File: src/source/trace_pkg.sv
package trace_pkg;

    // one ascii character of the trace
    typedef logic [7:0] trace_char_t;

    // kind of trace line
    typedef enum logic [1:0] {
        fmt_none      = 2'd0,
        fmt_reg_write = 2'd1,
        fmt_mem_write = 2'd2
    } trace_format_e;

    typedef struct packed {
        trace_format_e format;
        logic [15:0]   timestamp;  // decimal field
        logic [31:0]   pc;
        logic [15:0]   grf;        // only for reg_write
        logic [31:0]   addr;       // only for mem_write
        logic [31:0]   data;
    } trace_record_t;

    typedef struct packed {
        logic grf_bad;
        logic addr_bad;
        logic pc_bad;
        logic time_bad;
    } error_code_t;

    typedef struct packed {
        trace_record_t record;
        error_code_t   errors;
    } verdict_t;

endpackage

File: src/source/trace_parser.sv
`timescale 1ns/1ps

module trace_parser (
    input  logic                     clk,
    input  logic                     reset,
    input  logic                     char_valid,
    input  trace_pkg::trace_char_t   char_data,
    input  logic                     stall,
    output logic                     char_pop,
    output logic                     rec_valid,
    output trace_pkg::trace_record_t record
);

    import trace_pkg::*;

    localparam logic [3:0] dec_digits = 4'd4;  // time and register
    localparam logic [3:0] hex_digits = 4'd8;  // pc, addr, data

    typedef enum logic [3:0] {
        st_idle,
        st_time,
        st_pc,
        st_gap1,   // after ':'
        st_grf,
        st_addr,
        st_gap2,   // before '<'
        st_eq,
        st_gap3,   // after '='
        st_data
    } state_e;

    state_e state;
    logic [3:0] cnt;
    logic dec;
    logic hex;

    function automatic logic is_dec(trace_char_t c);
        return (c >= "0") && (c <= "9");
    endfunction

    // lower case only
    function automatic logic [3:0] hex_nibble(trace_char_t c);
        return is_dec(c) ? c[3:0] : c[3:0] + 4'd9;
    endfunction

    function automatic logic [15:0] dec_acc(logic [15:0] v, trace_char_t c);
        return (v << 3) + (v << 1) + {12'd0, c[3:0]};  // v * 10 + digit
    endfunction

    assign dec = is_dec(char_data);
    assign hex = dec || ((char_data >= "a") && (char_data <= "f"));
    assign char_pop = char_valid && !stall;

    always_ff @(posedge clk) begin
        if (reset) begin
            state <= st_idle;
            cnt <= '0;
            rec_valid <= 1'b0;
        end else begin
            rec_valid <= 1'b0;
            if (char_pop) begin
                if (char_data == "^") begin
                    state <= st_time;  // restart from anywhere
                    cnt <= '0;
                end else begin
                    // anything not matched below drops the line
                    state <= st_idle;
                    case (state)
                        st_time: begin
                            if (dec && cnt < dec_digits) begin
                                state <= st_time;
                                cnt <= cnt + 1'b1;
                            end else if (char_data == "@" && cnt != '0) begin
                                state <= st_pc;
                                cnt <= '0;
                            end
                        end
                        st_pc: begin
                            if (hex && cnt < hex_digits) begin
                                state <= st_pc;
                                cnt <= cnt + 1'b1;
                            end else if (char_data == ":" && cnt == hex_digits) begin
                                state <= st_gap1;
                            end
                        end
                        st_gap1: begin
                            cnt <= '0;
                            if (char_data == " ") state <= st_gap1;
                            else if (char_data == "$") state <= st_grf;
                            else if (char_data == "*") state <= st_addr;
                        end
                        st_grf: begin
                            if (dec && cnt < dec_digits) begin
                                state <= st_grf;
                                cnt <= cnt + 1'b1;
                            end else if (char_data == " " && cnt != '0) begin
                                state <= st_gap2;
                            end else if (char_data == "<" && cnt != '0) begin
                                state <= st_eq;
                            end
                        end
                        st_addr: begin
                            if (hex && cnt < hex_digits) begin
                                state <= st_addr;
                                cnt <= cnt + 1'b1;
                            end else if (char_data == " " && cnt == hex_digits) begin
                                state <= st_gap2;
                            end else if (char_data == "<" && cnt == hex_digits) begin
                                state <= st_eq;
                            end
                        end
                        st_gap2: begin
                            if (char_data == " ") state <= st_gap2;
                            else if (char_data == "<") state <= st_eq;
                        end
                        st_eq: begin
                            if (char_data == "=") state <= st_gap3;
                        end
                        st_gap3: begin
                            if (char_data == " ") begin
                                state <= st_gap3;
                            end else if (hex) begin
                                state <= st_data;
                                cnt <= 4'd1;
                            end
                        end
                        st_data: begin
                            if (hex && cnt < hex_digits) begin
                                state <= st_data;
                                cnt <= cnt + 1'b1;
                            end else if (char_data == "#" && cnt == hex_digits) begin
                                rec_valid <= 1'b1;  // record complete
                            end
                        end
                        default: ;
                    endcase
                end
            end
        end
    end

    // stale fields of a dropped line are cleared by the next '^'
    always_ff @(posedge clk) begin
        if (char_pop) begin
            if (char_data == "^") begin
                record <= '0;
            end else begin
                case (state)
                    st_time: if (dec) record.timestamp <= dec_acc(record.timestamp, char_data);
                    st_pc: if (hex) record.pc <= {record.pc[27:0], hex_nibble(char_data)};
                    st_gap1: begin
                        if (char_data == "$") record.format <= fmt_reg_write;
                        else if (char_data == "*") record.format <= fmt_mem_write;
                    end
                    st_grf: if (dec) record.grf <= dec_acc(record.grf, char_data);
                    st_addr: if (hex) record.addr <= {record.addr[27:0], hex_nibble(char_data)};
                    st_gap3, st_data: begin
                        if (hex) record.data <= {record.data[27:0], hex_nibble(char_data)};
                    end
                    default: ;
                endcase
            end
        end
    end

    // a line is far longer than one character
    assert property (@(posedge clk) disable iff (reset) rec_valid |=> !rec_valid)
        else $error("trace_parser: back to back records");

endmodule

File: config.mk
export PLATFORM = sky130hd
export DESIGN_NAME = trace_parser
export DESIGN_NICKNAME = d
export VERILOG_FILES = /design/src/source/trace_pkg.sv /design/src/source/trace_parser.sv
export SDC_FILE = /design/constraint.sdc
export NUM_CORES = 1
export LEC_CHECK = 0
export ABC_AREA = 1
export BUFFER_PORTS_ARGS = -buffer_cell sky130_fd_sc_hd__clkbuf_2
export CAP_MARGIN = 25
export CORE_MARGIN = 5
export CORE_UTILIZATION = 35
export CTS_CLUSTER_DIAMETER = 100
export CTS_CLUSTER_SIZE = 40
export DETAILED_ROUTE_END_ITERATION = 10
export SLEW_MARGIN = 20
export SYNTH_ARGS = -nofsm -noshare
export SYNTH_HDL_FRONTEND = slang
export SYNTH_SLANG_ARGS = --single-unit
File: constraint.sdc
create_clock -name clk -period 4.3 [get_ports clk]
set_clock_uncertainty 0.15 [all_clocks]
set_input_delay 0.86 -clock clk [delete_from_list [all_inputs] [get_ports clk]]
set_output_delay 0.86 -clock clk [all_outputs]
set_load 0.02 [all_outputs]
# == Word-level counts from Yosys, hierarchy flattened ==
# Cells that the tools add are included.
# classes
bitwise_logic,2
n_lt_le_gt_ge,6
n_eq_ne,24
add_sub_neg,6
n_reduce_logical,35
n_mux,44
# ops
cell,n
2-to-1 mux 32 bit,6
2-to-1 mux 16 bit,4
equality test 8 x 6 -> 1 bit (second input constant),7
2-to-1 mux 4 bit,13
one-hot mux 4 bit (9 select lines),1
2-to-1 mux 3 bit,11
adder 16 bit,2
adder 16 x 4 -> 16 bit,2
one-hot mux 4 bit (5 select lines),1
AND reduction 3 bit,6
equality test 4 x 3 -> 1 bit (second input constant),4
equality test 8 x 7 -> 1 bit (second input constant),2
nonzero test 2 bit,8
2-to-1 mux 2 bit,7
equality test 4 bit (second input constant),3
logical AND 1 bit,12
!= test 3 bit (second input constant),3
equality test 4 x 2 -> 1 bit (second input constant),2
greater-or-equal comparator 8 x 6 -> 1 bit (second input constant),1
greater-or-equal comparator 8 x 7 -> 1 bit (second input constant),1
less-or-equal comparator 8 x 6 -> 1 bit (second input constant),1
less-or-equal comparator 8 x 7 -> 1 bit (second input constant),1
AND reduction 7 bit,1
nonzero test 6 bit,1
16 further kinds,17
# word_totals
register_bits,139
elab_cells,126
output_inout_bits,132
input_bits,12

# == Logic depth before layout (Yosys ltp) ==
# Gate-level depths: netlist of run 1.
# depth
depth_word,7
depth_mapped,14
depth_no_buf,14

# == Worst setup path before layout of run 1 ==
# OpenSTA, ideal clock, no wires.
# synth_timing
path_kind,input to register
startpoint,in char_data[0]
endpoint,"reg record[32] (netlist bit), enable pin"
path_buffers,1
t_required_ns,3.718
arrival_time_ns,3.485
setup_slack_ns,0.233
setup_time_ns,0.432
cell_stages,9
cell_sequence,inv_1 -> ha_1 -> nand2_1 -> nor2_1 -> nand2_4 -> inv_2 -> buf_2 -> o21ai_0 -> a21oi_1
# synth_via
elab_chain_len,5
elab_cells_between_ends,11
classes_between,4 x order compare; 1 x eq/ne; 6 x reduce/logical
# synth_rtl
element,line,source
from (decl),trace_parser.sv:7,"input trace_pkg::trace_char_t char_data,"
greater-or-equal comparator 8 x 6 -> 1 bit (tied with other cells),trace_parser.sv:38,"return (c >= ""0"") && (c <= ""9"");"
"logical AND 1 bit, on equally long branches","trace_parser.sv:38, trace_parser.sv:51",
logical OR 1 bit,trace_parser.sv:51,"assign hex = dec || ((char_data >= ""a"") && (char_data <= ""f""));"
nonzero test 2 bit (no source line),--,
AND reduction 3 bit (no source line) *,--,
to (decl),trace_parser.sv:11,output trace_pkg::trace_record_t record
# Every way passes the cells marked *; elsewhere a longest branch is shown, timed or not.
# A chain may end at the register's enable or synchronous reset.

# == Worst setup path after layout of run 1 ==
# layout_timing
startpoint,in char_data[0]
endpoint,"reg record[18] (netlist bit), enable pin"
# Same word-level chain as after synthesis.

==> results of run 1 <==
==> power by group <==
group	internal, mW	leakage, nW	switching (mW)
Combinational	0.0215	2.72	0.0492
Clock	0.819	0.284	0.617
Sequential	1.46	1.25	0.000103
==> cell families (layout without fill, tap and decap cells) <==
group,Yosys count,in the layout
adders and majority gates,63,63
xor gates and xnor gates,6,6
AOI/OAI and AO/OA,117,117
and+or+nand+nor,328,328
DFF,139,139
buffers and inverters,160,327
==> layer usage <==
metal  vias to the layer above  routed length, um  GRT usage (%)
li1                       2997                  -              -
met1                      2715               8120           18.8
met2                       139               8620           24.0
met3                        19                857           3.40
met4                         0                308           4.55
met5                         -                  0              0
==> final timing paths <==
path | depth (start not counted) | slack (ns) | to | startpoint
max | 10 | 1.30 | record[18]$_SDFFCE_PP0P_ | char_data[0]
min | 2 | 0.37 | state[3]$_SDFFE_PP0P_ | state[3]$_SDFFE_PP0P_
max reg2reg | 8 | 1.60 | record[124]$_SDFFCE_PP0P_ | record[112]$_SDFFCE_PP0P_
min reg2reg | 2 | 0.37 | state[3]$_SDFFE_PP0P_ | state[3]$_SDFFE_PP0P_
==> flip-flops by register name, summed over array words and instances, names as in the netlist <==
name	cells
cnt	4
rec_valid	1
state	4
record	130
==> synthesized netlist by cell type (2+ instances only) <==
master     instances  share of area, %
nor2_2             7              0.57
a21o_1             3              0.29
nor3_1             7              0.45
edfxtp_1         130                51
ha_1              59               9.6
or2_2              2              0.16
nor2_4            11               1.6
nand2_2           12              0.97
a31oi_1            2              0.16
inv_1            132               6.4
nor2_1           143               7.0
o2111ai_1          2              0.23
o31ai_1            3              0.29
clkinv_1           2             0.097
nand3_1           36               2.3
o21bai_1           3              0.29
o21ai_1            5              0.32
inv_2             10              0.49
dfxtp_1            9               2.3
nand2_1           96               4.7
xnor2_1            2              0.23
nand2_4            5              0.73
fa_1               4               1.0
a21oi_1           60               3.9
buf_2             11              0.71
o21ai_0           32               2.1
xor2_1             4              0.45
clkbuf_1           3              0.15
nand4_1            7              0.57
==> stage by stage <==
step	std cells	setup slack (ns)	area [um2]	hold WS, ns
2_1_floorplan	813	0.233	7710	0.332
3_3_place_gp	1228	0.935	8800	0.365
3_5_place_dp	1228	0.839	8800	0.362
4_1_cts	1260	1.29	9380	0.370
5_1_grt	1260	1.12	9380	0.396
6_report	1260	1.30	9380	0.368
==> cell type report <==
class                           count  area, um2  share of cell area [%]
Sequential cell                   139       4080                    43.5
Multi-Input combinational cell    514       3050                    32.5
Timing Repair Buffer              150        768                    8.19
Inverter                          145        547                    5.83
Clock buffer                       17        425                    4.54
Tap cell                          280        350                    3.74
Clock inverter                     15        153                    1.63
==> critical path, stage by stage <==
cell	delay [ns]
clkbuf_2	0.12
inv_1	0.14
ha_1	0.25
nand2_1	0.07
nor2_1	0.17
nand2_4	0.07
clkinv_2	0.23
o21ai_0	0.37
a21oi_4	0.21
buf_4	0.40
==> Implementation_results.wiki, run 1 <==
{| class="wikitable"
! Metric !! Value
|-
| Leading cell types in the layout, fill and taps excluded || nor2_1 (143), clkbuf_2 (143), inv_1 (132)
|-
| Count of buffers inserted at the top-level ports || 143
|-
| Flops & latches, synth || about 140
|-
| Largest fanout of any net on the critical path || 32
|-
| Transition at the pin with the smallest max-transition slack || 0.880 ns
|-
| Number of buffers inserted by hold repair at cts || 0
|-
| Root cell of the clock tree || clkbuf_16
|-
| Portion of the post-synthesis area used by sequential elements || a little over half
|-
| Wire per inst || about 14 um
|-
| Max Cap Violations || 0
|-
| Final period util || 69.8%
|-
| Synth Area in Adders || between 10% and 20%
|-
| Global-route wire length before repair || around 29000 um
|-
| Largest buffer count on any clock path || 2
|-
| Normalized max-slew margin || about two fifths
|-
| Setup repair after global routing missed its margin || false
|-
| Die boundary width || approximately 160 um
|-
| Overall track demand over capacity in global routing || between 10% and 20%
|-
| Count of unique library cells instantiated by Yosys || 40
|-
| Die Outline Area || between 20000 and 30000 um2
|-
| Maximum number of pins on one net before global-route repair || 87
|-
| Simple-gate portion of the synthesized area || 19.3%
|-
| Number of antenna violations at the first check in global routing || 0
|-
| Core footprint || ~22000 um2
|-
| Worst-case vdd ir drop || between 200 and 250 uV
|-
| Leakage power || around 4.2 nW
|-
| Main combinational cell family by area after synthesis || simple AND/OR/NAND/NOR gates
|-
| Count of endpoints failing hold in the final timing report || 0
|-
| Main synth FF type || edfxtp_1
|-
| WL final || 17900 um
|-
| CTS tree || done
|-
| Number of fillers in the final layout || about 2100
|-
| Count of standard-cell rows || 54
|-
| Final sum of negative setup slack || 0 ns
|-
| Fraction of synthesis flops using an asynchronous set or reset pin || 0%
|-
| Number of detailed-routing iterations run before antenna repair || 5
|-
| Final core area utilization || 43.1%
|-
| Total power draw || between 2 and 3 mW
|-
| Remaining global-route overflow || 0
|-
| Worst endpoint data arrival time || between 2 and 3 ns
|-
| Starting Density || a little over a third
|-
| Mean instance size in the synthesized netlist || ~9.5 um2
|-
| Post-Syn Nets || roughly 890
|-
| Number of DRC markers after the initial detailed-route iteration || ~480
|-
| CP Class || in2reg
|-
| Path category of the worst min-delay check || reg2reg
|-
| XOR/XNOR Fraction of Synth Area || less than 1%
|-
| Final weighted congestion of routability-driven global placement || ~0.88
|-
| Post-synthesis instance area || around 7700 um2
|-
| Gate count after technology mapping || between 800 and 900
|-
| Total clock buffers created by CTS || 17
|-
| Critical path data required time || 4.21 ns
|-
| Startpoint class of the critical path || input port
|-
| Setup repair bufs after CTS || 0
|-
| Clk slew on worst S/H paths || about 0.060 ns
|-
| Residual antenna-violating net count after detailed routing || 0
|-
| Sinks on Clock Net || approximately 140
|-
| Final count of pins violating max slew || 0
|-
| Synth warn || 0
|-
| Areal power density over the cells || approximately 320 nW/um2
|-
| Layout Nets || roughly 1000
|-
| Proportion of synthesized area in mux cells || 0%
|-
| Overall via count from detail_route || about 5900
|-
| Gates resized, CTS repair || 0
|-
| Fraction of layout instances using a drive strength above 1 || between 20% and 30%
|-
| Setup Viol. Count Final || 0
|-
| Highest attainable clock frequency || between 0.3 and 0.4 GHz
|-
| Final critical path time including I/O delays and setup || around 3 ns
|-
| Endpoint kind of the worst setup timing path || register
|-
| Number of enable flip-flop cells after synthesis || 130
|-
| Height of the die || around 160 um
|-
| Result of the run || completed
|-
| DRC violation count after routing || 0
|-
| Final HPWL from detailed placement || between 10000 and 15000 um
|-
| Post-DR vias/cell || 4.66
|-
| Number of global-route vias before repair || 5728
|-
| Area fraction in compound gates after synthesis || approximately 8.4%
|-
| Total number of H-tree levels || 4
|-
| Post-synthesis to final-layout area growth || 21.6%
|-
| Antenna diodes || 0
|-
| Number of primary I/O pins || between 100 and 150
|-
| Clock latency on the worst-skew pair || between 0.4 and 0.5 ns
|}
(Power assumes the default switching activity.)
==> inputs of run 2 (changes only) <==
--- a/config.mk
+++ b/config.mk
@@ -5,7 +5,7 @@
 export SDC_FILE = /design/constraint.sdc
 export NUM_CORES = 1
 export LEC_CHECK = 0
-export ABC_AREA = 1
+export ABC_AREA = 0
 export BUFFER_PORTS_ARGS = -buffer_cell sky130_fd_sc_hd__clkbuf_2
 export CAP_MARGIN = 25
 export CORE_MARGIN = 5
==> constraint.sdc (replaced) <==
create_clock -name clk -period 3 [get_ports clk]
set_clock_uncertainty 0.15 [all_clocks]
set_input_delay 0.6 -clock clk [delete_from_list [all_inputs] [get_ports clk]]
set_output_delay 0.6 -clock clk [all_outputs]
set_load 0.02 [all_outputs]
==> Implementation_results.wiki, run 2 <==
{| class="wikitable"
! Metric !! Value
|-
| Largest registers || record (130), cnt (4), state (4) (unchanged)
|-
| Highest attainable clock frequency || 0.346 GHz
|-
| Post-synthesis instance area || 7290 um2 (was 7710 um2)
|-
| Overall via count from detail_route || 5233 (was 5870)
|-
| Worst-case vdd ir drop || 355 uV (was 232 uV)
|-
| DRC violation count after routing || 0 (unchanged)
|-
| Core footprint || 20400 um2 (was 21800 um2)
|-
| Highest-delay cell along the critical path || fa_1 (was buf_4)
|-
| Largest Register || record (unchanged)
|-
| Worst endpoint data arrival time || 2.91 ns (about the same)
|-
| Post-synthesis to final-layout area growth || 27.9% (was 21.6%)
|-
| CP Class || reg2reg (was in2reg)
|-
| Final weighted congestion of routability-driven global placement || 0.871 (was 0.882)
|-
| CP cell instances || fa_1, ha_1, a21oi_2, o211ai_1, o2111ai_2, a21boi_2, a311oi_2, xnor2_1, nor2_1 (was clkbuf_2, inv_1, ha_1, nand2_1, nor2_1, nand2_4, clkinv_2, o21ai_0, a21oi_4, buf_4)
|-
| Mean instance size in the synthesized netlist || 12.1 um2 (was 9.48 um2)
|-
| Final-layout worst hold slack || 0.353 ns (was 0.368 ns)
|-
| Critical path data required time || 3.01 ns (was 4.21 ns)
|-
| Combined area of the multi-input logic cells || 3150 um2 (was 3050 um2)
|-
| Synth top area cells || edfxtp_1 (54%), ha_1 (10%), and2_1 (7.9%) (was edfxtp_1 (51%), ha_1 (9.6%), nor2_1 (7.0%))
|-
| Setup Viol. Count Final || 0 (unchanged)
|-
| Gate count after technology mapping || 600 (was 813)
|-
| Count of endpoints failing hold in the final timing report || 0 (unchanged)
|-
| Fraction of layout instances using a drive strength above 1 || 32.3% (was 24.3%)
|-
| Hold Crit Start || cnt[1]$_SDFFE_PP0P_ (was state[3]$_SDFFE_PP0P_)
|-
| Maximum number of pins on one net before global-route repair || 68 (was 87)
|-
| Areal power density over the cells || 469 nW/um2 (was 317 nW/um2)
|-
| Largest buffer count on any clock path || 2 (unchanged)
|-
| Worst setup path start || record[114]$_SDFFCE_PP0P_ (was char_data[0])
|-
| Number of detailed-routing iterations run before antenna repair || 5 (unchanged)
|-
| Number of global-route vias before repair || 5084 (was 5728)
|-
| Cell types with the highest counts after synthesis || edfxtp_1 (130), and2_1 (92), ha_1 (59), nor2_1 (43), a21oi_1 (28) (was nor2_1 (143), inv_1 (132), edfxtp_1 (130), nand2_1 (96), a21oi_1 (60))
|-
| Number of primary I/O pins || 144 (unchanged)
|-
| Path category of the worst min-delay check || reg2reg (unchanged)
|-
| Area taken by flip-flops and latches || 4080 um2 (unchanged)
|-
| Residual antenna-violating net count after detailed routing || 0 (unchanged)
|-
| Overall track demand over capacity in global routing || 14.3% (was 14.4%)
|-
| Count of unique library cells instantiated by Yosys || 56 (was 40)
|-
| Most common cell after layout, fill and taps aside || clkbuf_2
|-
| Starting Density || 35.8% (was 35.4%)
|-
| Height of the die || 154 um (was 158 um)
|-
| Die Outline Area || 23800 um2 (was 25100 um2)
|-
| Setup Slack @ Placement || -0.341 ns (was 0.839 ns)
|-
| Number of antenna violations at the first check in global routing || 0 (unchanged)
|-
| Die boundary width || 154 um (was 158 um)
|-
| Final critical path time including I/O delays and setup || around 2.9 ns
|-
| Total clock buffers created by CTS || 17 (unchanged)
|-
| CTS tree || done (unchanged)
|-
| Final core area utilization || 45.8% (was 43.1%)
|-
| Final period util || 96.5%
|-
| Wire per inst || 16.1 um (was 14.2 um)
|-
| Max Cap Violations || 0 (unchanged)
|-
| Worst reg-to-reg setup slack || 0.11 ns (was 1.60 ns)
|-
| Number of enable flip-flop cells after synthesis || 130 (unchanged)
|-
| Transition at the pin with the smallest max-transition slack || 0.933 ns (was 0.880 ns)
|-
| Cell with the most instances after synthesis || edfxtp_1 (was nor2_1)
|-
| Clk slew on worst S/H paths || 0.07 ns (was 0.06 ns)
|-
| Final sum of negative setup slack || 0 ns (unchanged)
|-
| Main synth FF type || edfxtp_1 (unchanged)
|-
| Flops & latches, synth || 139 (unchanged)
|-
| Result of the run || completed (unchanged)
|-
| Fraction of synthesis flops using an asynchronous set or reset pin || 0% (unchanged)
|-
| Number of fillers in the final layout || 1904 (was 2134)
|-
| Worst flop-to-flop path startpoint || record[114]$_SDFFCE_PP0P_ (was record[112]$_SDFFCE_PP0P_)
|-
| Endpoint kind of the worst setup timing path || register (unchanged)
|-
| Antenna diodes || 0 (unchanged)
|-
| Root cell of the clock tree || clkbuf_16 (unchanged)
|-
| Largest delay contributor family on the critical path || compound AO/OA/AOI/OAI gates (was buffers and inverters)
|-
| Final HPWL from detailed placement || 12700 um (was 13400 um)
|-
| Leakage power || 3.72 nW (was 4.25 nW)
|-
| Startpoint class of the critical path || register (was input port)
|-
| Sum of buffers and inverters on the critical path || 0 (was 4)
|-
| Total power draw || 4.37 mW (was 2.97 mW)
|-
| Number of flip-flops under the largest register name || 130 (unchanged)
|-
| Clock latency on the worst-skew pair || 0.42 ns (was 0.41 ns)
|-
| Post-DR vias/cell || 4.88 (was 4.66)
|-
| Leading cell types in the layout, fill and taps excluded || clkbuf_2 (143), edfxtp_1 (130), and2_1 (92) (was nor2_1 (143), clkbuf_2 (143), inv_1 (132))
|-
| Remaining global-route overflow || 0 (unchanged)
|-
| Layout Nets || 864 (was 1042)
|-
| Cell taking the most area after synthesis || edfxtp_1 (unchanged)
|-
| Number of buffers inserted by hold repair at cts || 0 (unchanged)
|-
| WL final || 17300 um (was 17900 um)
|-
| Largest fanout of any net on the critical path || 2 (was 32)
|-
| Post-Syn Nets || 675 (was 888)
|-
| Slowest stage delay, CP || 0.55 ns (was 0.40 ns)
|-
| Count of buffers inserted at the top-level ports || 143 (unchanged)
|-
| Worst setup margin || 0.106 ns (was 1.30 ns)
|-
| Sinks on Clock Net || 139 (unchanged)
|-
| Portion of synthesized cell area occupied by the leading cell type || 53.6% (was 50.6%)
|-
| Count of standard-cell rows || 52 (was 54)
|-
| Portion of the post-synthesis area used by sequential elements || 56.0% (was 53.0%)
|-
| Total number of H-tree levels || 4 (unchanged)
|-
| Final count of pins violating max slew || 0 (unchanged)
|-
| Synth warn || 0 (unchanged)
|-
| Normalized max-slew margin || 37.6% (was 40.7%)
|-
| Number of DRC markers after the initial detailed-route iteration || 423 (was 479)
|-
| Setup repair after global routing missed its margin || true (was false)
|-
| Global-route wire length before repair || 27600 um (was 28700 um)
|}
-- run 2: through the flow --
step / area (um2) / std cells
finish: 9320 / 1072
global route: 9320 / 1072
CTS: 9280 / 1071
detailed placement: 8670 / 1038
global placement: 8670 / 1038
floorplan: 7350 / 600
-- run 2: cell families (layout without fill, tap and decap cells) --
family | Yosys count | count (layout) | share of synthesized area, %
simple gates | 223 | 223 | 16.9
fa+ha+maj | 63 | 63 | 11.2
flops | 139 | 139 | 56.0
compound gates | 109 | 109 | 10.2
xor+xnor | 26 | 26 | 3.12
buf+inv | 38 | 240 | 2.28
mux | 2 | 2 | 0.275
-- run 2: path summary, 6_finish.rpt --
kind | endpoint | depth (start not counted)
worst min-delay path | cnt[1]$_SDFFE_PP0P_ | 2
worst max register to register | record[127]$_SDFFCE_PP0P_ | 9
worst min register to register | cnt[1]$_SDFFE_PP0P_ | 2
worst max-delay path | record[127]$_SDFFCE_PP0P_ | 9
-- run 2: layout make-up --
cell class                 count  share of cell area, %
tap                          270                   3.62
inverter                      15                  0.604
timing repair buffer         193                   11.8
sequential                   139                   43.8
multi-input combinational    423                   33.8
clock inverter                15                   1.81
clock buffer                  17                   4.56
-- run 2: worst min-delay path, stage by stage (launching register included) --
cell     delay, ns
dfxtp_1       0.34
nand2_1       0.06
a21oi_1       0.05
-- run 2: routing by layer --
| metal | GRT usage, % | routed length (um) | up-vias |
|---|---|---|---|
| li1 | - | - | 2569 |
| met1 | 19.2 | 7920 | 2498 |
| met2 | 23.2 | 8180 | 156 |
| met3 | 4.08 | 1030 | 10 |
| met4 | 3.49 | 165 | 0 |
| met5 | 0 | 0 | - |
-- run 2: timing repair --
action,in CTS,in global routing
gates resized for setup,3,9
pin swaps,2,19
endpoints found under the setup margin,2,10
buffers inserted,1,1
-- run 2: where the power goes --
part           internal, mW  switching, mW
clock network          1.12          0.956
logic                0.0791          0.103
registers              2.10        0.00638
total                  3.30           1.06
==> inputs of run 3 (changes only) <==
--- a/config.mk
+++ b/config.mk
@@ -13,6 +13,7 @@
 export CTS_CLUSTER_DIAMETER = 100
 export CTS_CLUSTER_SIZE = 40
 export DETAILED_ROUTE_END_ITERATION = 10
+export MAX_ROUTING_LAYER = met4
 export SLEW_MARGIN = 20
 export SYNTH_ARGS = -nofsm -noshare
 export SYNTH_HDL_FRONTEND = slang
==> Implementation_results.wiki, run 3 (synthesized netlist as in run 2, its figures left out) <==
{| class="wikitable"
! Metric !! Value
|-
| Height of the die || 154 um (unchanged)
|-
| Die Outline Area || 23800 um2 (unchanged)
|-
| Total clock buffers created by CTS || 17 (unchanged)
|-
| Transition at the pin with the smallest max-transition slack || 0.933 ns (about the same)
|-
| Number of global-route vias before repair || 5083 (was 5084)
|-
| Worst-case vdd ir drop || 355 uV (about the same)
|-
| Clock latency on the worst-skew pair || 0.42 ns (about the same)
|-
| Final HPWL from detailed placement || 12700 um (unchanged)
|-
| Worst flop-to-flop path startpoint || record[114]$_SDFFCE_PP0P_ (unchanged)
|-
| Root cell of the clock tree || clkbuf_16 (unchanged)
|-
| Fraction of layout instances using a drive strength above 1 || 32.3% (unchanged)
|-
| CP Class || reg2reg (unchanged)
|-
| Hold Path Sink || cnt[1]$_SDFFE_PP0P_ (unchanged)
|-
| Layout Nets || 864 (unchanged)
|-
| Die boundary width || 154 um (unchanged)
|-
| Wire per inst || 16.1 um (about the same)
|-
| Startpoint class of the critical path || register (unchanged)
|-
| Normalized max-slew margin || 37.7% (was 37.6%)
|-
| Number of cells traversed by the worst register-to-register path || 9 (unchanged)
|-
| Final count of pins violating max slew || 0 (unchanged)
|-
| Switch share || 24.3% (was 24.4%)
|-
| Number of detailed-routing iterations run before antenna repair || 5 (unchanged)
|-
| Number of primary I/O pins || 144 (unchanged)
|-
| Highest attainable clock frequency || 0.346 GHz (about the same)
|-
| CTS tree || done (unchanged)
|-
| Setup Viol. Count Final || 0 (unchanged)
|-
| Number of DRC markers after the initial detailed-route iteration || 376 (was 423)
|-
| Largest fanout of any net on the critical path || 2 (unchanged)
|-
| Overall via count from detail_route || 5253 (was 5233)
|-
| Endpoint kind of the worst setup timing path || register (unchanged)
|-
| Maximum number of pins on one net before global-route repair || 68 (unchanged)
|-
| Leading cell types in the layout, fill and taps excluded || clkbuf_2 (143), edfxtp_1 (130), and2_1 (92) (unchanged)
|-
| Count of buffers inserted at the top-level ports || 143 (unchanged)
|-
| Reg-to-Reg End || record[126]$_SDFFCE_PP0P_ (was record[127]$_SDFFCE_PP0P_)
|-
| Final critical path time including I/O delays and setup || 2.89 ns (about the same)
|-
| Number of antenna violations at the first check in global routing || 0 (unchanged)
|-
| Final sum of negative setup slack || 0 ns (unchanged)
|-
| Number of buffers inserted by hold repair at cts || 0 (unchanged)
|-
| Critical path data required time || 3.02 ns (was 3.01 ns)
|-
| Worst endpoint data arrival time || 2.91 ns (about the same)
|-
| Final period util || 96.3% (was 96.5%)
|-
| Final weighted congestion of routability-driven global placement || 0.886 (was 0.871)
|-
| Count of standard-cell rows || 52 (unchanged)
|-
| Worst reg-to-reg setup slack || 0.11 ns (about the same)
|-
| Antenna diodes || 0 (unchanged)
|-
| Most common cell after layout, fill and taps aside || clkbuf_2 (unchanged)
|-
| Core footprint || 20400 um2 (unchanged)
|-
| Number of flip-flops under the largest register name || 130 (unchanged)
|-
| Proportion of power drawn by flip-flops and latches || 48.3% (was 48.2%)
|-
| Global-route wire length before repair || 27600 um (about the same)
|-
| Pint || 3.30 mW (about the same)
|-
| Post-DR vias/cell || 4.90 (was 4.88)
|-
| Hold Crit Start || cnt[1]$_SDFFE_PP0P_ (unchanged)
|-
| WL final || 17200 um (was 17300 um)
|-
| Residual antenna-violating net count after detailed routing || 0 (unchanged)
|-
| Switching component of the power || 1.06 mW (about the same)
|-
| Starting Density || 35.8% (unchanged)
|-
| DRC violation count after routing || 0 (unchanged)
|-
| Sinks on Clock Net || 139 (unchanged)
|-
| Largest Register || record (unchanged)
|-
| Max Cap Violations || 0 (unchanged)
|-
| Final core area utilization || 45.8% (about the same)
|-
| Largest registers || record (130), cnt (4), state (4) (unchanged)
|-
| Count of endpoints failing hold in the final timing report || 0 (unchanged)
|-
| Final-layout worst hold slack || 0.353 ns (about the same)
|-
| Areal power density over the cells || 468 nW/um2 (was 469 nW/um2)
|-
| Worst setup path start || record[114]$_SDFFCE_PP0P_ (unchanged)
|-
| Total number of H-tree levels || 4 (unchanged)
|-
| Result of the run || completed (unchanged)
|-
| Proportion of power drawn by the clock network || 47.5% (was 47.6%)
|-
| Cell count of the worst hold path || 2 (unchanged)
|-
| Clk slew on worst S/H paths || 0.07 ns (about the same)
|-
| Post-synthesis to final-layout area growth || 28.0% (was 27.9%)
|-
| Setup repair after global routing missed its margin || true (unchanged)
|-
| Leakage power || 3.72 nW (about the same)
|-
| Largest buffer count on any clock path || 2 (unchanged)
|-
| Remaining global-route overflow || 0 (unchanged)
|-
| Comb power frac || 4.2% (about the same)
|-
| Path category of the worst min-delay check || reg2reg (unchanged)
|-
| Overall track demand over capacity in global routing || 14.8% (was 14.3%)
|}
==> run 3: how the worst max path moves through the flow <==
stage,to,depth (start not counted)
3_3_place_gp,record[127]$_SDFFCE_PP0P_,10
4_1_cts,record[126]$_SDFFCE_PP0P_,12
3_5_place_dp,record[127]$_SDFFCE_PP0P_,10
2_1_floorplan,record[127]$_SDFFCE_PP0P_,9
5_1_grt,record[126]$_SDFFCE_PP0P_,9
6_report,record[126]$_SDFFCE_PP0P_,9
==> run 3: power groups by stage <==
stage | clock network (mW) | logic, mW | registers, mW
4_1_cts | 2.13 | 0.180 | 2.11
2_1_floorplan | 0 | 0.110 | 2.15
3_3_place_gp | 0 | 0.178 | 2.15
6_report | 2.07 | 0.183 | 2.11
5_1_grt | 2.23 | 0.203 | 2.11
3_5_place_dp | 0 | 0.178 | 2.15
==> run 3: routing by layer <==
layer | track usage [%] | share of wire [%]
met4 | 3.99 | 1.2
met1 | 19.4 | 47
met2 | 23.2 | 47
met5 | - | 0
met3 | 3.41 | 5.2
==> run 3: area by class of cell <==
cell class	instances	area, um2
flip-flops and latches	139	4080
clock inverters	15	169
clock buffers	17	425
well taps	270	338
fillers	1903	11000
multi-input cells	423	3160
inverters	15	56.3
repair buffers	193	1100
==> run 3: what timing repair did <==
item                       in CTS  in global routing
cloned                          0                  0
buffers inserted                1                  1
pin swaps                       2                 19
setup endpoints to repair       2                 10
hold endpoints to repair        0                  0
gates resized for setup         3                 10
==> run 3: through the flow <==
step	setup slack, ns	std cells	area (um2)	power [mW]
after global routing	-0.0665	1072	9330	4.54
after detailed placement	-0.341	1038	8670	2.33
after global placement	-0.234	1038	8670	2.33
after CTS	0.00290	1071	9280	4.42
after floorplan	0.00891	600	7350	2.26
final	0.110	1072	9330	4.36
==> run 3: critical path, cell delays in order, from the launching register on <==
cell and delay, ns:
edfxtp_1 0.44, fa_1 0.55, fa_2 0.41, a21o_1 0.17, a21o_1 0.17, a21oi_2 0.16, o21ai_2 0.09, a211oi_2 0.24
mux2i_1 0.20, nand2_1 0.07
